### src/source/adderPkg.sv
package adderPkg;

    localparam int dataWidth = 32;
    localparam int treeLevels = $clog2(dataWidth);
    // internal nodes of a full binary tree over the operand bits
    localparam int treeNodes = dataWidth - 1;

    typedef logic [dataWidth-1:0] dataWord;

    // bitwise generate and propagate
    typedef struct packed {
        dataWord gen;
        dataWord prop;
    } pgVector;

    // group terms of levels 1 to treeLevels, level 1 in the low bits
    typedef struct packed {
        logic [treeNodes-1:0] gen;
        logic [treeNodes-1:0] prop;
    } sweepTree;

    // first node of a level inside sweepTree
    // level 0 lands on -dataWidth, so {tree, leaves} indexes with one formula
    function automatic int levelOffset(input int level);
        return dataWidth - 2 * (dataWidth >> level);
    endfunction

endpackage

### src/source/opPkg.sv
package opPkg;

    typedef enum logic [1:0] {
        add           = 2'b00,
        sub           = 2'b01,
        subWithBorrow = 2'b10
    } aluOp;

    typedef struct packed {
        aluOp              opcode;
        adderPkg::dataWord a;
        adderPkg::dataWord b;
        logic              carryIn;
    } addRequest;

    // carryIn here is the effective one, after the opcode is applied
    typedef struct packed {
        logic              valid;
        adderPkg::dataWord a;
        adderPkg::pgVector pg;
        logic              carryIn;
    } pgPacket;

    typedef struct packed {
        logic               valid;
        logic               aSign;
        logic               bSign;
        adderPkg::pgVector  pg;
        logic               carryIn;
        adderPkg::sweepTree tree;
    } treePacket;

    typedef struct packed {
        logic              valid;
        logic              aSign;
        logic              bSign;
        adderPkg::dataWord prop;
        adderPkg::dataWord carries;
        logic              carryOut;
    } carryPacket;

    typedef struct packed {
        adderPkg::dataWord sum;
        logic              carryOut;
        logic              overflow;
        logic              zero;
    } addResult;

endpackage

### src/source/operandStage.sv
module operandStage (
    input  logic             clk,
    input  logic             rstN,
    input  logic             inValid,
    input  opPkg::addRequest request,
    output opPkg::pgPacket   pgOut
);

    adderPkg::dataWord bCond;
    logic              carryEff;

    logic              validQ;
    adderPkg::dataWord aQ;
    adderPkg::pgVector pgQ;
    logic              carryQ;

    // subtraction works as a + ~b + carry
    always_comb begin
        case (request.opcode)
            opPkg::sub: begin
                bCond    = ~request.b;
                carryEff = 1'b1;
            end
            opPkg::subWithBorrow: begin
                bCond    = ~request.b;
                carryEff = request.carryIn;
            end
            default: begin
                bCond    = request.b;
                carryEff = request.carryIn;
            end
        endcase
    end

    always_ff @(posedge clk or negedge rstN) begin
        if (!rstN) begin
            validQ <= 1'b0;
        end else begin
            validQ <= inValid;
        end
    end

    always_ff @(posedge clk) begin
        aQ       <= request.a;
        pgQ.gen  <= request.a & bCond;
        pgQ.prop <= request.a ^ bCond;
        carryQ   <= carryEff;
    end

    assign pgOut = '{valid: validQ, a: aQ, pg: pgQ, carryIn: carryQ};

endmodule

### src/source/prefixAdderTop.sv
module prefixAdderTop (
    input  logic             clk,
    input  logic             rstN,
    input  logic             inValid,
    input  opPkg::addRequest request,
    output logic             outValid,
    output opPkg::addResult  result
);

    // stage to stage packets with their own valid bits
    opPkg::pgPacket    pgBus;
    opPkg::treePacket  treeBus;
    opPkg::carryPacket carryBus;

    operandStage uOperand (
        .clk     (clk),
        .rstN    (rstN),
        .inValid (inValid),
        .request (request),
        .pgOut   (pgBus)
    );

    prefixUpSweep uUpSweep (
        .clk     (clk),
        .rstN    (rstN),
        .pgIn    (pgBus),
        .treeOut (treeBus)
    );

    prefixDownSweep uDownSweep (
        .clk      (clk),
        .rstN     (rstN),
        .treeIn   (treeBus),
        .carryOut (carryBus)
    );

    sumStage uSum (
        .clk      (clk),
        .rstN     (rstN),
        .carryIn  (carryBus),
        .outValid (outValid),
        .result   (result)
    );

endmodule

### src/source/prefixDownSweep.sv
module prefixDownSweep (
    input  logic              clk,
    input  logic              rstN,
    input  opPkg::treePacket  treeIn,
    output opPkg::carryPacket carryOut
);

    localparam int width = adderPkg::dataWidth;
    localparam int allNodes = adderPkg::treeNodes + width;

    // leaves in the low bits, then levels 1 and up
    logic [allNodes-1:0] allGen;
    logic [allNodes-1:0] allProp;
    // group generate over bits [pos:0]
    adderPkg::dataWord   prefixGen;

    logic              validQ;
    logic              aSignQ;
    logic              bSignQ;
    adderPkg::dataWord propQ;
    adderPkg::dataWord carriesQ;
    logic              carryOutQ;

    assign allGen  = {treeIn.tree.gen, treeIn.pg.gen};
    assign allProp = {treeIn.tree.prop, treeIn.pg.prop};

    // root level first; each odd-span group joins the prefix to its left,
    // which always sits on a higher level and is already done
    always_comb begin
        int span;
        int node;
        span      = 0;
        node      = 0;
        prefixGen = '0;
        for (int lvl = adderPkg::treeLevels; lvl >= 0; lvl--) begin
            span = 1 << lvl;
            for (int pos = span - 1; pos < width; pos += 2 * span) begin
                node = width + adderPkg::levelOffset(lvl) + pos / span;
                if (pos == span - 1) begin
                    prefixGen[pos] = allGen[node];
                end else begin
                    prefixGen[pos] = allGen[node] | (allProp[node] & prefixGen[pos - span]);
                end
            end
        end
    end

    always_ff @(posedge clk or negedge rstN) begin
        if (!rstN) begin
            validQ <= 1'b0;
        end else begin
            validQ <= treeIn.valid;
        end
    end

    always_ff @(posedge clk) begin
        aSignQ    <= treeIn.aSign;
        bSignQ    <= treeIn.bSign;
        propQ     <= treeIn.pg.prop;
        // carry into bit i is the prefix of bits below it
        carriesQ  <= {prefixGen[width-2:0], treeIn.carryIn};
        carryOutQ <= prefixGen[width-1];
    end

    assign carryOut = '{
        valid:    validQ,
        aSign:    aSignQ,
        bSign:    bSignQ,
        prop:     propQ,
        carries:  carriesQ,
        carryOut: carryOutQ
    };

endmodule

### src/source/prefixUpSweep.sv
module prefixUpSweep (
    input  logic             clk,
    input  logic             rstN,
    input  opPkg::pgPacket   pgIn,
    output opPkg::treePacket treeOut
);

    localparam int width = adderPkg::dataWidth;

    // group terms of all levels, filled in level by level
    wire adderPkg::sweepTree treeNext;
    adderPkg::pgVector       leafPg;

    logic               validQ;
    logic               aSignQ;
    logic               bSignQ;
    adderPkg::pgVector  pgQ;
    logic               carryQ;
    adderPkg::sweepTree treeQ;

    for (genvar lvl = 0; lvl <= adderPkg::treeLevels; lvl++) begin : gLevel
        logic [(width >> lvl)-1:0] gen;
        logic [(width >> lvl)-1:0] prop;

        if (lvl == 0) begin : gLeaf
            // carry-in folded into bit 0, so every group G is a full carry
            assign gen  = {pgIn.pg.gen[width-1:1],
                           pgIn.pg.gen[0] | (pgIn.pg.prop[0] & pgIn.carryIn)};
            assign prop = pgIn.pg.prop;
        end else begin : gPair
            for (genvar node = 0; node < (width >> lvl); node++) begin : gNode
                assign gen[node]  = gLevel[lvl-1].gen[2*node+1]
                                  | (gLevel[lvl-1].prop[2*node+1] & gLevel[lvl-1].gen[2*node]);
                assign prop[node] = gLevel[lvl-1].prop[2*node+1]
                                  & gLevel[lvl-1].prop[2*node];
            end

            assign treeNext.gen[adderPkg::levelOffset(lvl) +: (width >> lvl)]  = gen;
            assign treeNext.prop[adderPkg::levelOffset(lvl) +: (width >> lvl)] = prop;
        end
    end

    assign leafPg.gen  = gLevel[0].gen;
    assign leafPg.prop = gLevel[0].prop;

    always_ff @(posedge clk or negedge rstN) begin
        if (!rstN) begin
            validQ <= 1'b0;
        end else begin
            validQ <= pgIn.valid;
        end
    end

    always_ff @(posedge clk) begin
        aSignQ <= pgIn.a[width-1];
        // conditioned b sign recovered from a and p
        bSignQ <= pgIn.a[width-1] ^ pgIn.pg.prop[width-1];
        pgQ    <= leafPg;
        carryQ <= pgIn.carryIn;
        treeQ  <= treeNext;
    end

    assign treeOut = '{
        valid:   validQ,
        aSign:   aSignQ,
        bSign:   bSignQ,
        pg:      pgQ,
        carryIn: carryQ,
        tree:    treeQ
    };

endmodule

### src/source/sumStage.sv
module sumStage (
    input  logic              clk,
    input  logic              rstN,
    input  opPkg::carryPacket carryIn,
    output logic              outValid,
    output opPkg::addResult   result
);

    localparam int width = adderPkg::dataWidth;

    adderPkg::dataWord sumNext;
    logic              overflowNext;

    assign sumNext = carryIn.prop ^ carryIn.carries;

    // same operand signs but a different result sign
    assign overflowNext = (carryIn.aSign == carryIn.bSign)
                        && (sumNext[width-1] != carryIn.aSign);

    always_ff @(posedge clk or negedge rstN) begin
        if (!rstN) begin
            outValid <= 1'b0;
        end else begin
            outValid <= carryIn.valid;
        end
    end

    always_ff @(posedge clk) begin
        result.sum      <= sumNext;
        result.carryOut <= carryIn.carryOut;
        result.overflow <= overflowNext;
        result.zero     <= (sumNext == '0);
    end

endmodule

### config.mk
export PLATFORM = sky130hd
export DESIGN_NAME = prefixAdderTop
export DESIGN_NICKNAME = d
export VERILOG_FILES = /design/src/source/adderPkg.sv /design/src/source/opPkg.sv /design/src/source/operandStage.sv /design/src/source/prefixAdderTop.sv /design/src/source/prefixDownSweep.sv /design/src/source/prefixUpSweep.sv /design/src/source/sumStage.sv
export SDC_FILE = /design/constraint.sdc
export NUM_CORES = 1
export LEC_CHECK = 0
export BUFFER_PORTS_ARGS = -buffer_cell sky130_fd_sc_hd__buf_4
export CAP_MARGIN = 20
export CORE_UTILIZATION = 25
export DETAILED_ROUTE_END_ITERATION = 8
export PLACE_DENSITY = 0.47
export RECOVER_POWER = 25
export SYNTH_ARGS = -nofsm -noshare
export SYNTH_HDL_FRONTEND = slang
export SYNTH_SLANG_ARGS = --single-unit
### constraint.sdc
create_clock -name clk -period 4.05 [get_ports clk]
set_clock_uncertainty 0.2 [all_clocks]
set_input_delay 0.2025 -clock clk [delete_from_list [all_inputs] [get_ports clk]]
set_output_delay 0.2025 -clock clk [all_outputs]
set_load 0.01 [all_outputs]
== Word-level counts from Yosys, hierarchy flattened ==
Cells that the tools add are included.
Storage, ports and cells
  bits in registers: 327
  bits of input ports: 70
  output and inout port bits: 36
  logic and storage cells: 182
Cells by class
  equal/unequal tests: 4
  muxes and demuxes: 1
  bitwise operators: 150
  reduce and logical (&&, ||, !) cells: 3
Operators with widths (number)
  1-bit bitwise AND: 87
  32-bit XOR: 2
  1-bit bitwise OR: 58
  32-bit bitwise AND: 1
  32-bit logical NOT: 1
  32-bit two-way mux: 1
  32-bit inverter: 1
  2-bit by 1-bit == test with 1-bit output (second input constant): 1
  2-bit == test (second input constant): 1
  2-bit OR reduction: 1
  1-bit == test: 1
  1-bit logical AND: 1
  1-bit != test: 1
  1-bit XOR: 1

== Logic depth before layout (Yosys ltp) ==
Gate-level depths: netlist (run 1).
  depth in word-level cells: 12
  depth in mapped cells: 8

== Modules after synthesis ==
Synthesis (run 1) repeated with hierarchy kept, for this count alone.
Unflattened totals
  cell total of the unflattened synthesis: 553
  area, all modules: 8568.2 um2
Modules (own cells, without submodules)
  prefixUpSweep: instances 1, cells an instance 200, area each 3099.2 um2
  operandStage: instances 1, cells an instance 171, area each 2761.4 um2
  prefixDownSweep: instances 1, cells an instance 99, area each 1600.3 um2
  sumStage: instances 1, cells an instance 83, area each 1107.3 um2

== Worst setup path after synthesis (run 1) ==
OpenSTA, ideal clock, no wires.
  path type: input to register
  from: in request[66] (netlist name)
  to: reg, netlist name uOperand.pgOut[13]
  library setup time: 0.122 ns
  arrival time: 1.527 ns
  data required time: 3.728 ns
  setup slack: 2.202 ns
  stages: 6
  path buffers: 2
  cell sequence: inv_1 -> ha_1 -> clkbuf_1 -> buf_1 -> xnor2_1 -> ha_1
Between the ends
  word-level cells in the longest chain between the ends: 4
  elaborated cells on any way between the ends: 5
RTL lines
  start, declared: line prefixAdderTop.sv:5  | input opPkg::addRequest request,
  2-bit == test / 2-bit by 1-bit == test with 1-bit output (equally long branches): line operandStage.sv:19  | case (request.opcode)
  2-bit OR reduction (no line) *
  32-bit two-way mux *
  32-bit XOR *: line operandStage.sv:46  | pgQ.prop <= request.a ^ bCond;
Every way passes the cells marked *; elsewhere a longest branch is shown, timed or not.
A chain may end at the register's enable or synchronous reset.

== Worst setup path in the final report (run 1) ==
  from: in request[66] (netlist name)
  to: reg, netlist name uOperand.pgOut[7]
Between the ends
  word-level cells in the longest chain between the ends: 4
  elaborated cells on any way between the ends: 5
RTL lines (line)
  2-bit == test / 2-bit by 1-bit == test with 1-bit output (equally long branches): operandStage.sv:19
  2-bit OR reduction (no line) *
  32-bit two-way mux *
  32-bit XOR *: operandStage.sv:46
Marked as above.

==> results.md, run 1 <==
* HP Class: flip-flop to flip-flop
* Via count at just under 4000
* DRT Pass-1 Iters at 9
* Worst setup EP type: flip-flop
* Failing checks: design-rule violations
* Initial antenna violation count at 0
* Root buf cell: clkbuf_16
* Htree depth at 1
* Period utilization at 54.8%
* Cts bufs inserted at 25
* Compound-Gate Fraction of Synth Area at 6.39%
* GRT Total Usage at under 10%
* Leak Pwr at 4.42 nW
* Startpoint types: primary input
* Post-synth EDFFs at 0
* Die area at 27500 um^2
* Global route overflow at 0
* Cell taking the most area after synthesis: dfxtp_1
* F_max at about 0.45 GHz
* Crit path buf inv count at 3
* Worst-Skew Late Latency at roughly 0.5 ns
* Hold_ws at 0.124 ns
* Mux cell area share after synthesis at 0%
* Worst path top cell family by delay: adder cells
* Required time of the critical path at approximately 4.2 ns
* Hold_buf cts at 100
* Port Buf Inserts at 105
* FF+latch count, synth at between 200 and 300
* CP Max Fanout at 32
* Area share of the largest cell type after synthesis at approximately three quarters
* Final Hold Vio Count at 0
* Distinct cell type count of the synthesized netlist at 36
* Finished Layout Cells at around 1000
* Tmin final at between 2 and 2.5 ns
* Setup tns final at 0 ns
* Min setup slack post-route at between 1.5 and 2 ns
* Post-DP Area at approximately 7900 um^2
* Synth Instances at between 400 and 500
* Ys flop type: dfxtp_1
* CP max stage delay at approximately 1.0 ns
* # rows at about 60
* CTS tree: yes
* Max-cap viol count at 0
* Post-Synth XOR/XNOR Area at 8.48%
* RSZ-0062 raised after global routing: no
* CP max-delay cell: ha_2
* Post-synthesis sequential area ratio at about 75%
* Final core occ at 37.4%
* Mean routed wirelength per cell at around 12 um
* Worst slew margin at ~29%
* Place WS at ~1.8 ns
* Pwr Total at 6.63 mW
* # DRC at 5
* Mapped cell area at between 6000 and 7000 um^2
* Final-stage net count at 791
* Yosys warns at 0
* Clock sink count at 250
* First-pass GRT wire length at 20000 um
* Worst Tran Pin Value at 1.06 ns
* Post-Syn Area per Cell at around 15 um^2
* Status: complete, but fails checks
* Ys async rst share at around 1.6%
* Die H at roughly 170 um
* Kind of critical path: primary input to flip-flop
* Final Max Tran Viols at 0
* Final antenna-violating net count at 0
* Core Region at roughly 26000 um^2
* Ant. Diodes at 0
* Setup Buffers After CTS at 0
* Initial Util at 25.6%
* Synth top area cells: dfxtp_1 73%, ha_1 6.2%, xor2_1 4.3%, a21o_1 4.3%, xnor2_1 4.2%
* # placed instances at between 800 and 900
* Finish-stage setup viols at 0
* Worst vdd ir at about 250 uV
* Io pins at 106
* Area share of fa/ha/maj cells after synthesis at between 6 and 7%
* Placer Congestion at approximately 0.69
* Layout area overhead at 46.0%
* DRT Wirelength at between 10000 and 15000 um
* Max Root-Sink Buffers at 3
* Initial DRC count at 76
* Worst EP arrival at 2.41 ns
* Synth Net Count at ~560
* Die X at about 170 um
* Largest net degree at the start of global routing at 33
* Dominant combinational cell family by area after synthesis: XOR/XNOR gates
* Clock Pin Slew Worst Setup and Hold Paths at ~0.060 ns
* Fillers at about 2500
* Cell Chain, Critical Path: buf_4 > inv_1 > ha_2 > xnor2_1 > ha_1 > dlygate4sd3_1
* Simple logic cell fraction of the synthesized area at under 10%
* Dpl hpwl at 8530 um
* Via density per instance at ~3.7
* Post_cts resized at 0
* P per Cell Area at between 600 and 700 nW/um^2
* Vias in the first global route at between 4000 and 5000
* Post-route cell area at between 9000 and 10000 um^2
* Layout cells sized above 1 at 21.8%
[cell usage after synthesis, types with 2 or more instances]
master and count:
dfxtp_1 246, a21oi_1 6, nand2_1 9, a21o_2 2, xor2_1 33, xnor2_1 32, dfrtp_1 4, nor2_1 4
o21ai_0 5, nand3_1 5, and2_1 4, ha_1 33, a21o_1 38, buf_1 2, nand4_1 4, inv_1 5
a211oi_1 2, nor4_1 8
[flip-flops by register name (all words and copies together) (netlist names)]
register              flops
uOperand.aQ               1
uUpSweep.bSignQ           1
uOperand.pgOut           64
uDownSweep.aSignQ         1
uOperand.validQ           1
uUpSweep.carryQ           1
uDownSweep.carryOutQ      1
uSum.result              35
uUpSweep.aSignQ           1
uDownSweep.validQ         1
uSum.outValid             1
uDownSweep.bSignQ         1
uUpSweep.validQ           1
uDownSweep.carriesQ      32
uUpSweep.treeOut         75
uDownSweep.propQ         32
uOperand.carryQ           1
[cells in the final DEF (no fill, tap or decap), types with 2 or more instances in the layout]
cell           instances
a21o_2                 2
a21oi_1                6
inv_1                  5
dfrtp_1                4
nor2_1                 4
a211oi_1               2
dfxtp_1              246
clkinv_2               3
buf_4                105
nand4_1                4
nor4_1                 8
ha_1                  32
a21o_1                38
xor2_1                33
clkbuf_16             25
o21ai_0                5
nand2_1                9
nand3_1                5
xnor2_1               32
bufinv_16              5
dlygate4sd3_1        100
clkbuf_1               5
and2_1                 4
clkbuf_8               4
[where the power goes]
part | total (mW) | leakage [nW] | internal, mW | switching [mW]
clock | 2.43 | 0.438 | 1.53 | 0.894
sequential | 3.23 | 2.11 | 3.02 | 0.216
combinational | 0.967 | 1.87 | 0.545 | 0.423
[kinds of logic (layout without fill, tap and decap cells)]
family,count (synthesis),after routing
flip-flops,250,250
XOR/XNOR,65,65
adder cells (fa/ha/maj),33,33
AND/OR/NAND/NOR,43,43
AO/OA/AOI/OAI,60,60
buffers and inverters,9,256
[cell type report]
class,count,area [um^2],area share (%)
clock buffers,34,699,7.14
clock inverters,12,196,2.00
inverters,5,18.8,0.191
multi-input cells,201,1650,16.9
flip-flops and latches,250,5020,51.3
well taps,335,419,4.28
repair buffers,205,1790,18.3
[path summary, 6_finish.rpt]
path                                               from                            to  slack (ns)  cells after the start
min in group asynchronous                          rstN     uUpSweep.validQ$_DFF_PN0_        0.40                      3
max                                         request[66]     uOperand.pgOut[7]$_DFF_P_        1.83                      6
min                        uUpSweep.treeOut[74]$_DFF_P_  uDownSweep.propQ[11]$_DFF_P_        0.12                      0
max reg2reg                  uOperand.pgOut[22]$_DFF_P_  uUpSweep.treeOut[61]$_DFF_P_        2.03                      5
max in group asynchronous                          rstN       uSum.outValid$_DFF_PN0_        3.08                      3
min reg2reg                uUpSweep.treeOut[74]$_DFF_P_  uDownSweep.propQ[11]$_DFF_P_        0.12                      0
[layer usage]
layer / share of wire [%] / vias up / routed length (um) / GRT usage [%]
met2: 52 / 72 / 6390 / 17.2
met4: 2.4 / 0 / 289 / 3.33
li1: - / 1990 / - / -
met1: 41 / 1797 / 4980 / 9.86
met3: 4.9 / 20 / 604 / 2.07
met5: 0 / - / 0 / 0
Note: power is estimated with default switching activity, not from simulation.
==> run 2, diff against run 1 <==
- clock period: 4.05 -> 2.29 ns (I/O delays scaled with it)
==> run 2 against run 1 <==
  * The flow still finishes with violations (design-rule violations)
  * Setup slack lost 1.4 ns
  * Critical path depth shrank 1
  * Die area is the same
  * Register-to-register slack got worse by 1.6 ns
  * First-iteration DRC count up 18%
  * Sequential power rose by 77%
  * Cell count rose by 0.19%
  * Flip-flop and latch count stayed put
  * Global-route usage grew 0.15 points
  * Sequential share of layout area decreased by 0.32 points
  * Total power is 78% higher
  * Utilization is 0.23 points higher
  * Largest cell class unchanged
==> results.md, run 2 (synthesis results as in run 1) <==
* Global route overflow at 0 (unchanged)
* Clock sink count at 250 (unchanged)
* Via count at 3942 (+1.6%)
* CP Max Fanout at 4 (-88%)
* Tmin final at 1.89 ns
* CP max stage delay at 0.46 ns (-0.57 ns)
* Hold Path Sink: uOperand.validQ$_DFF_PN0_
* GRT Total Usage at 9.26% (+0.15 points)
* Post_cts resized at 0 (unchanged)
* # placed instances at 901 (+0.56%)
* First-pass GRT wire length at 20200 um (+0.83%)
* Failing checks: design-rule violations
* Clock Pin Slew Worst Setup and Hold Paths at 0.06 ns (about the same)
* Die H at 166 um (unchanged)
* Via density per instance at 3.78 (+1.4%)
* DRT Wirelength at 12500 um (+2.1%)
* Port Buf Inserts at 105 (unchanged)
* Core Region at 26200 um^2 (unchanged)
* CP max-delay cell: or4_1
* Ant. Diodes at 0 (unchanged)
* Setup tns final at 0 ns (unchanged)
* # rows at 59 (unchanged)
* # DRC at 10 (+5)
* F_max at between 0.5 and 0.6 GHz
* Worst Tran Pin Value at 0.507 ns (-0.557 ns)
* Startpoint types: flip-flop
* Die X at 166 um (unchanged)
* Seq pwr share at 48.4% (-0.4 points)
* Finished Layout Cells at 1044 (+0.19%)
* Cell Chain, Critical Path: a21o_1 > or4_1 > and3_4 > o41ai_2 > o21ai_1
* DRT Pass-1 Iters at 6 (-3)
* Root buf cell: clkbuf_16
* Worst reg2reg endpoint: uUpSweep.treeOut[61]$_DFF_P_
* Finish-stage setup viols at 0 (unchanged)
* Vias in the first global route at 4159 (-0.19%)
* Worst setup EP type: flip-flop
* R2R Setup Slk at 0.40 ns (-1.63 ns)
* Net Sw Frac at 23.0% (-0.072 points)
* Required time of the critical path at 2.48 ns (-1.76 ns)
* Most frequent cells in the layout: 246 x dfxtp_1, 107 x buf_4, 100 x dlygate4sd3_1
* Die area at 27500 um^2 (unchanged)
* Initial antenna violation count at 0 (unchanged)
* Initial Util at 25.6% (unchanged)
* Commonest non-fill, non-tap cell in the layout: dfxtp_1
* Comb pwr share at 14.7% (about the same)
* Mean routed wirelength per cell at 12.0 um (+1.9%)
* Layout area overhead at 47.0%
* Crit Reg-Reg Startpoint: uOperand.pgOut[22]$_DFF_P_
* Clock network fraction of total power at 36.9% (+0.3 points)
* Initial DRC count at 90 (+18%)
* Fillers at 2506 (+0.60%)
* Dpl hpwl at 8940 um (+4.8%)
* CTS tree: yes
* Max Root-Sink Buffers at 3 (unchanged)
* Leak Pwr at 4.45 nW (+0.69%)
* Worst-Skew Late Latency at 0.50 ns (about the same)
* Worst slew margin at 65.9% (+37 points)
* Placer Congestion at 0.730 (+5.3%)
* Status: complete, but fails checks
* Final core occ at 37.6% (+0.23 points)
* Worst R2R Path Depth at 5 (unchanged)
* Final antenna-violating net count at 0 (unchanged)
* Layout cells sized above 1 at 22.4% (+0.64 points)
* Cts bufs inserted at 25 (unchanged)
* Io pins at 106 (unchanged)
* Hold_ws at 0.0873 ns (-0.0371 ns)
* Final Hold Vio Count at 0 (unchanged)
* Worst EP arrival at 2.08 ns (-0.33 ns)
* Kind of critical path: flip-flop to flip-flop
* Internal at 9.10 mW (+79%)
* Final-stage net count at 796 (+0.63%)
* Max-cap viol count at 0 (unchanged)
* Htree depth at 1 (unchanged)
* Final Max Tran Viols at 0 (unchanged)
* HP Start: inValid
* Period utilization at around 82%
* Largest net degree at the start of global routing at 15 (-55%)
* P per Cell Area at 1200 nW/um^2 (+77%)
* P_sw at 2.73 mW (+78%)
* Largest register FFs at 75 (unchanged)
* Hold path depth at 2 (+2)
* Worst vdd ir at 401 uV (+60%)
* HP Class: primary input to flip-flop
* RSZ-0062 raised after global routing: no
run 2: cell types whose count changed in the layout (fill, tap and decap cells not counted):
| cell | previous run | this run |
|---|---|---|
| clkbuf_1 | 5 | 2 |
| clkbuf_8 | 4 | 7 |
| buf_4 | 105 | 107 |
| buf_12 | 0 | 1 |
| clkbuf_4 | 0 | 1 |
| clkinv_2 | 3 | 2 |
| clkinv_4 | 1 | 2 |
| inv_4 | 1 | 0 |
| inv_6 | 1 | 0 |
run 2: metrics by stage:
step,setup WS (ns),cell area [um^2],power (mW)
final,0.401,9860,11.8
after global routing,0.320,9860,12.5
after CTS,0.365,9870,12.0
after detailed placement,0.384,7960,7.37
after global placement,0.424,7960,7.33
after floorplan,0.488,6710,6.46
run 2: layer usage:
layer  vias up  GRT usage (%)  routed length, um
li1       2002              -                  -
met1      1843           9.72               5020
met2        67           17.7               6590
met3        30           1.95                547
met4         0           4.06                358
met5         -              0                  0
run 2: how the worst max path moves through the flow:
stage / startpoint / to / slack, ns / depth (start not counted)
floorplan: uOperand.pgOut[22]$_DFF_P_ / uUpSweep.treeOut[61]$_DFF_P_ / 0.49 / 5
global placement: uOperand.pgOut[22]$_DFF_P_ / uUpSweep.treeOut[61]$_DFF_P_ / 0.42 / 5
detailed placement: uOperand.pgOut[22]$_DFF_P_ / uUpSweep.treeOut[61]$_DFF_P_ / 0.38 / 5
CTS: uOperand.pgOut[22]$_DFF_P_ / uUpSweep.treeOut[61]$_DFF_P_ / 0.36 / 5
global route: uOperand.pgOut[22]$_DFF_P_ / uUpSweep.treeOut[61]$_DFF_P_ / 0.32 / 5
finish: uOperand.pgOut[22]$_DFF_P_ / uUpSweep.treeOut[61]$_DFF_P_ / 0.40 / 5
run 2: area by class of cell:
class	count	area, um^2	share of cell area, %
Sequential cell	250	5020	50.9
Timing Repair Buffer	210	1840	18.6
Multi-Input combinational cell	201	1650	16.8
Clock buffer	33	726	7.36
Tap cell	335	419	4.25
Clock inverter	10	185	1.88
Inverter	5	18.8	0.190
run 2: power by group through the flow:
stage | Sequential [mW] | Clock (mW) | Combinational [mW]
after floorplan | 5.86 | 0 | 0.603
after global placement | 5.82 | 0 | 1.51
after detailed placement | 5.84 | 0 | 1.53
after CTS | 5.75 | 4.50 | 1.78
after global routing | 5.83 | 4.70 | 1.92
final | 5.72 | 4.37 | 1.74
run 2: repair_timing:
item / in CTS / in global routing
endpoints found under the hold margin: 71 / 0
hold buffers: 100 / 0
buffers inserted: 0 / 0
run 2: critical path, delay by kind of cell, from the launching register on:
family / cells / cell delay (ns)
AO/OA/AOI/OAI: 3 / 0.59
AND/OR/NAND/NOR: 2 / 0.66
flip-flops: 1 / 0.33
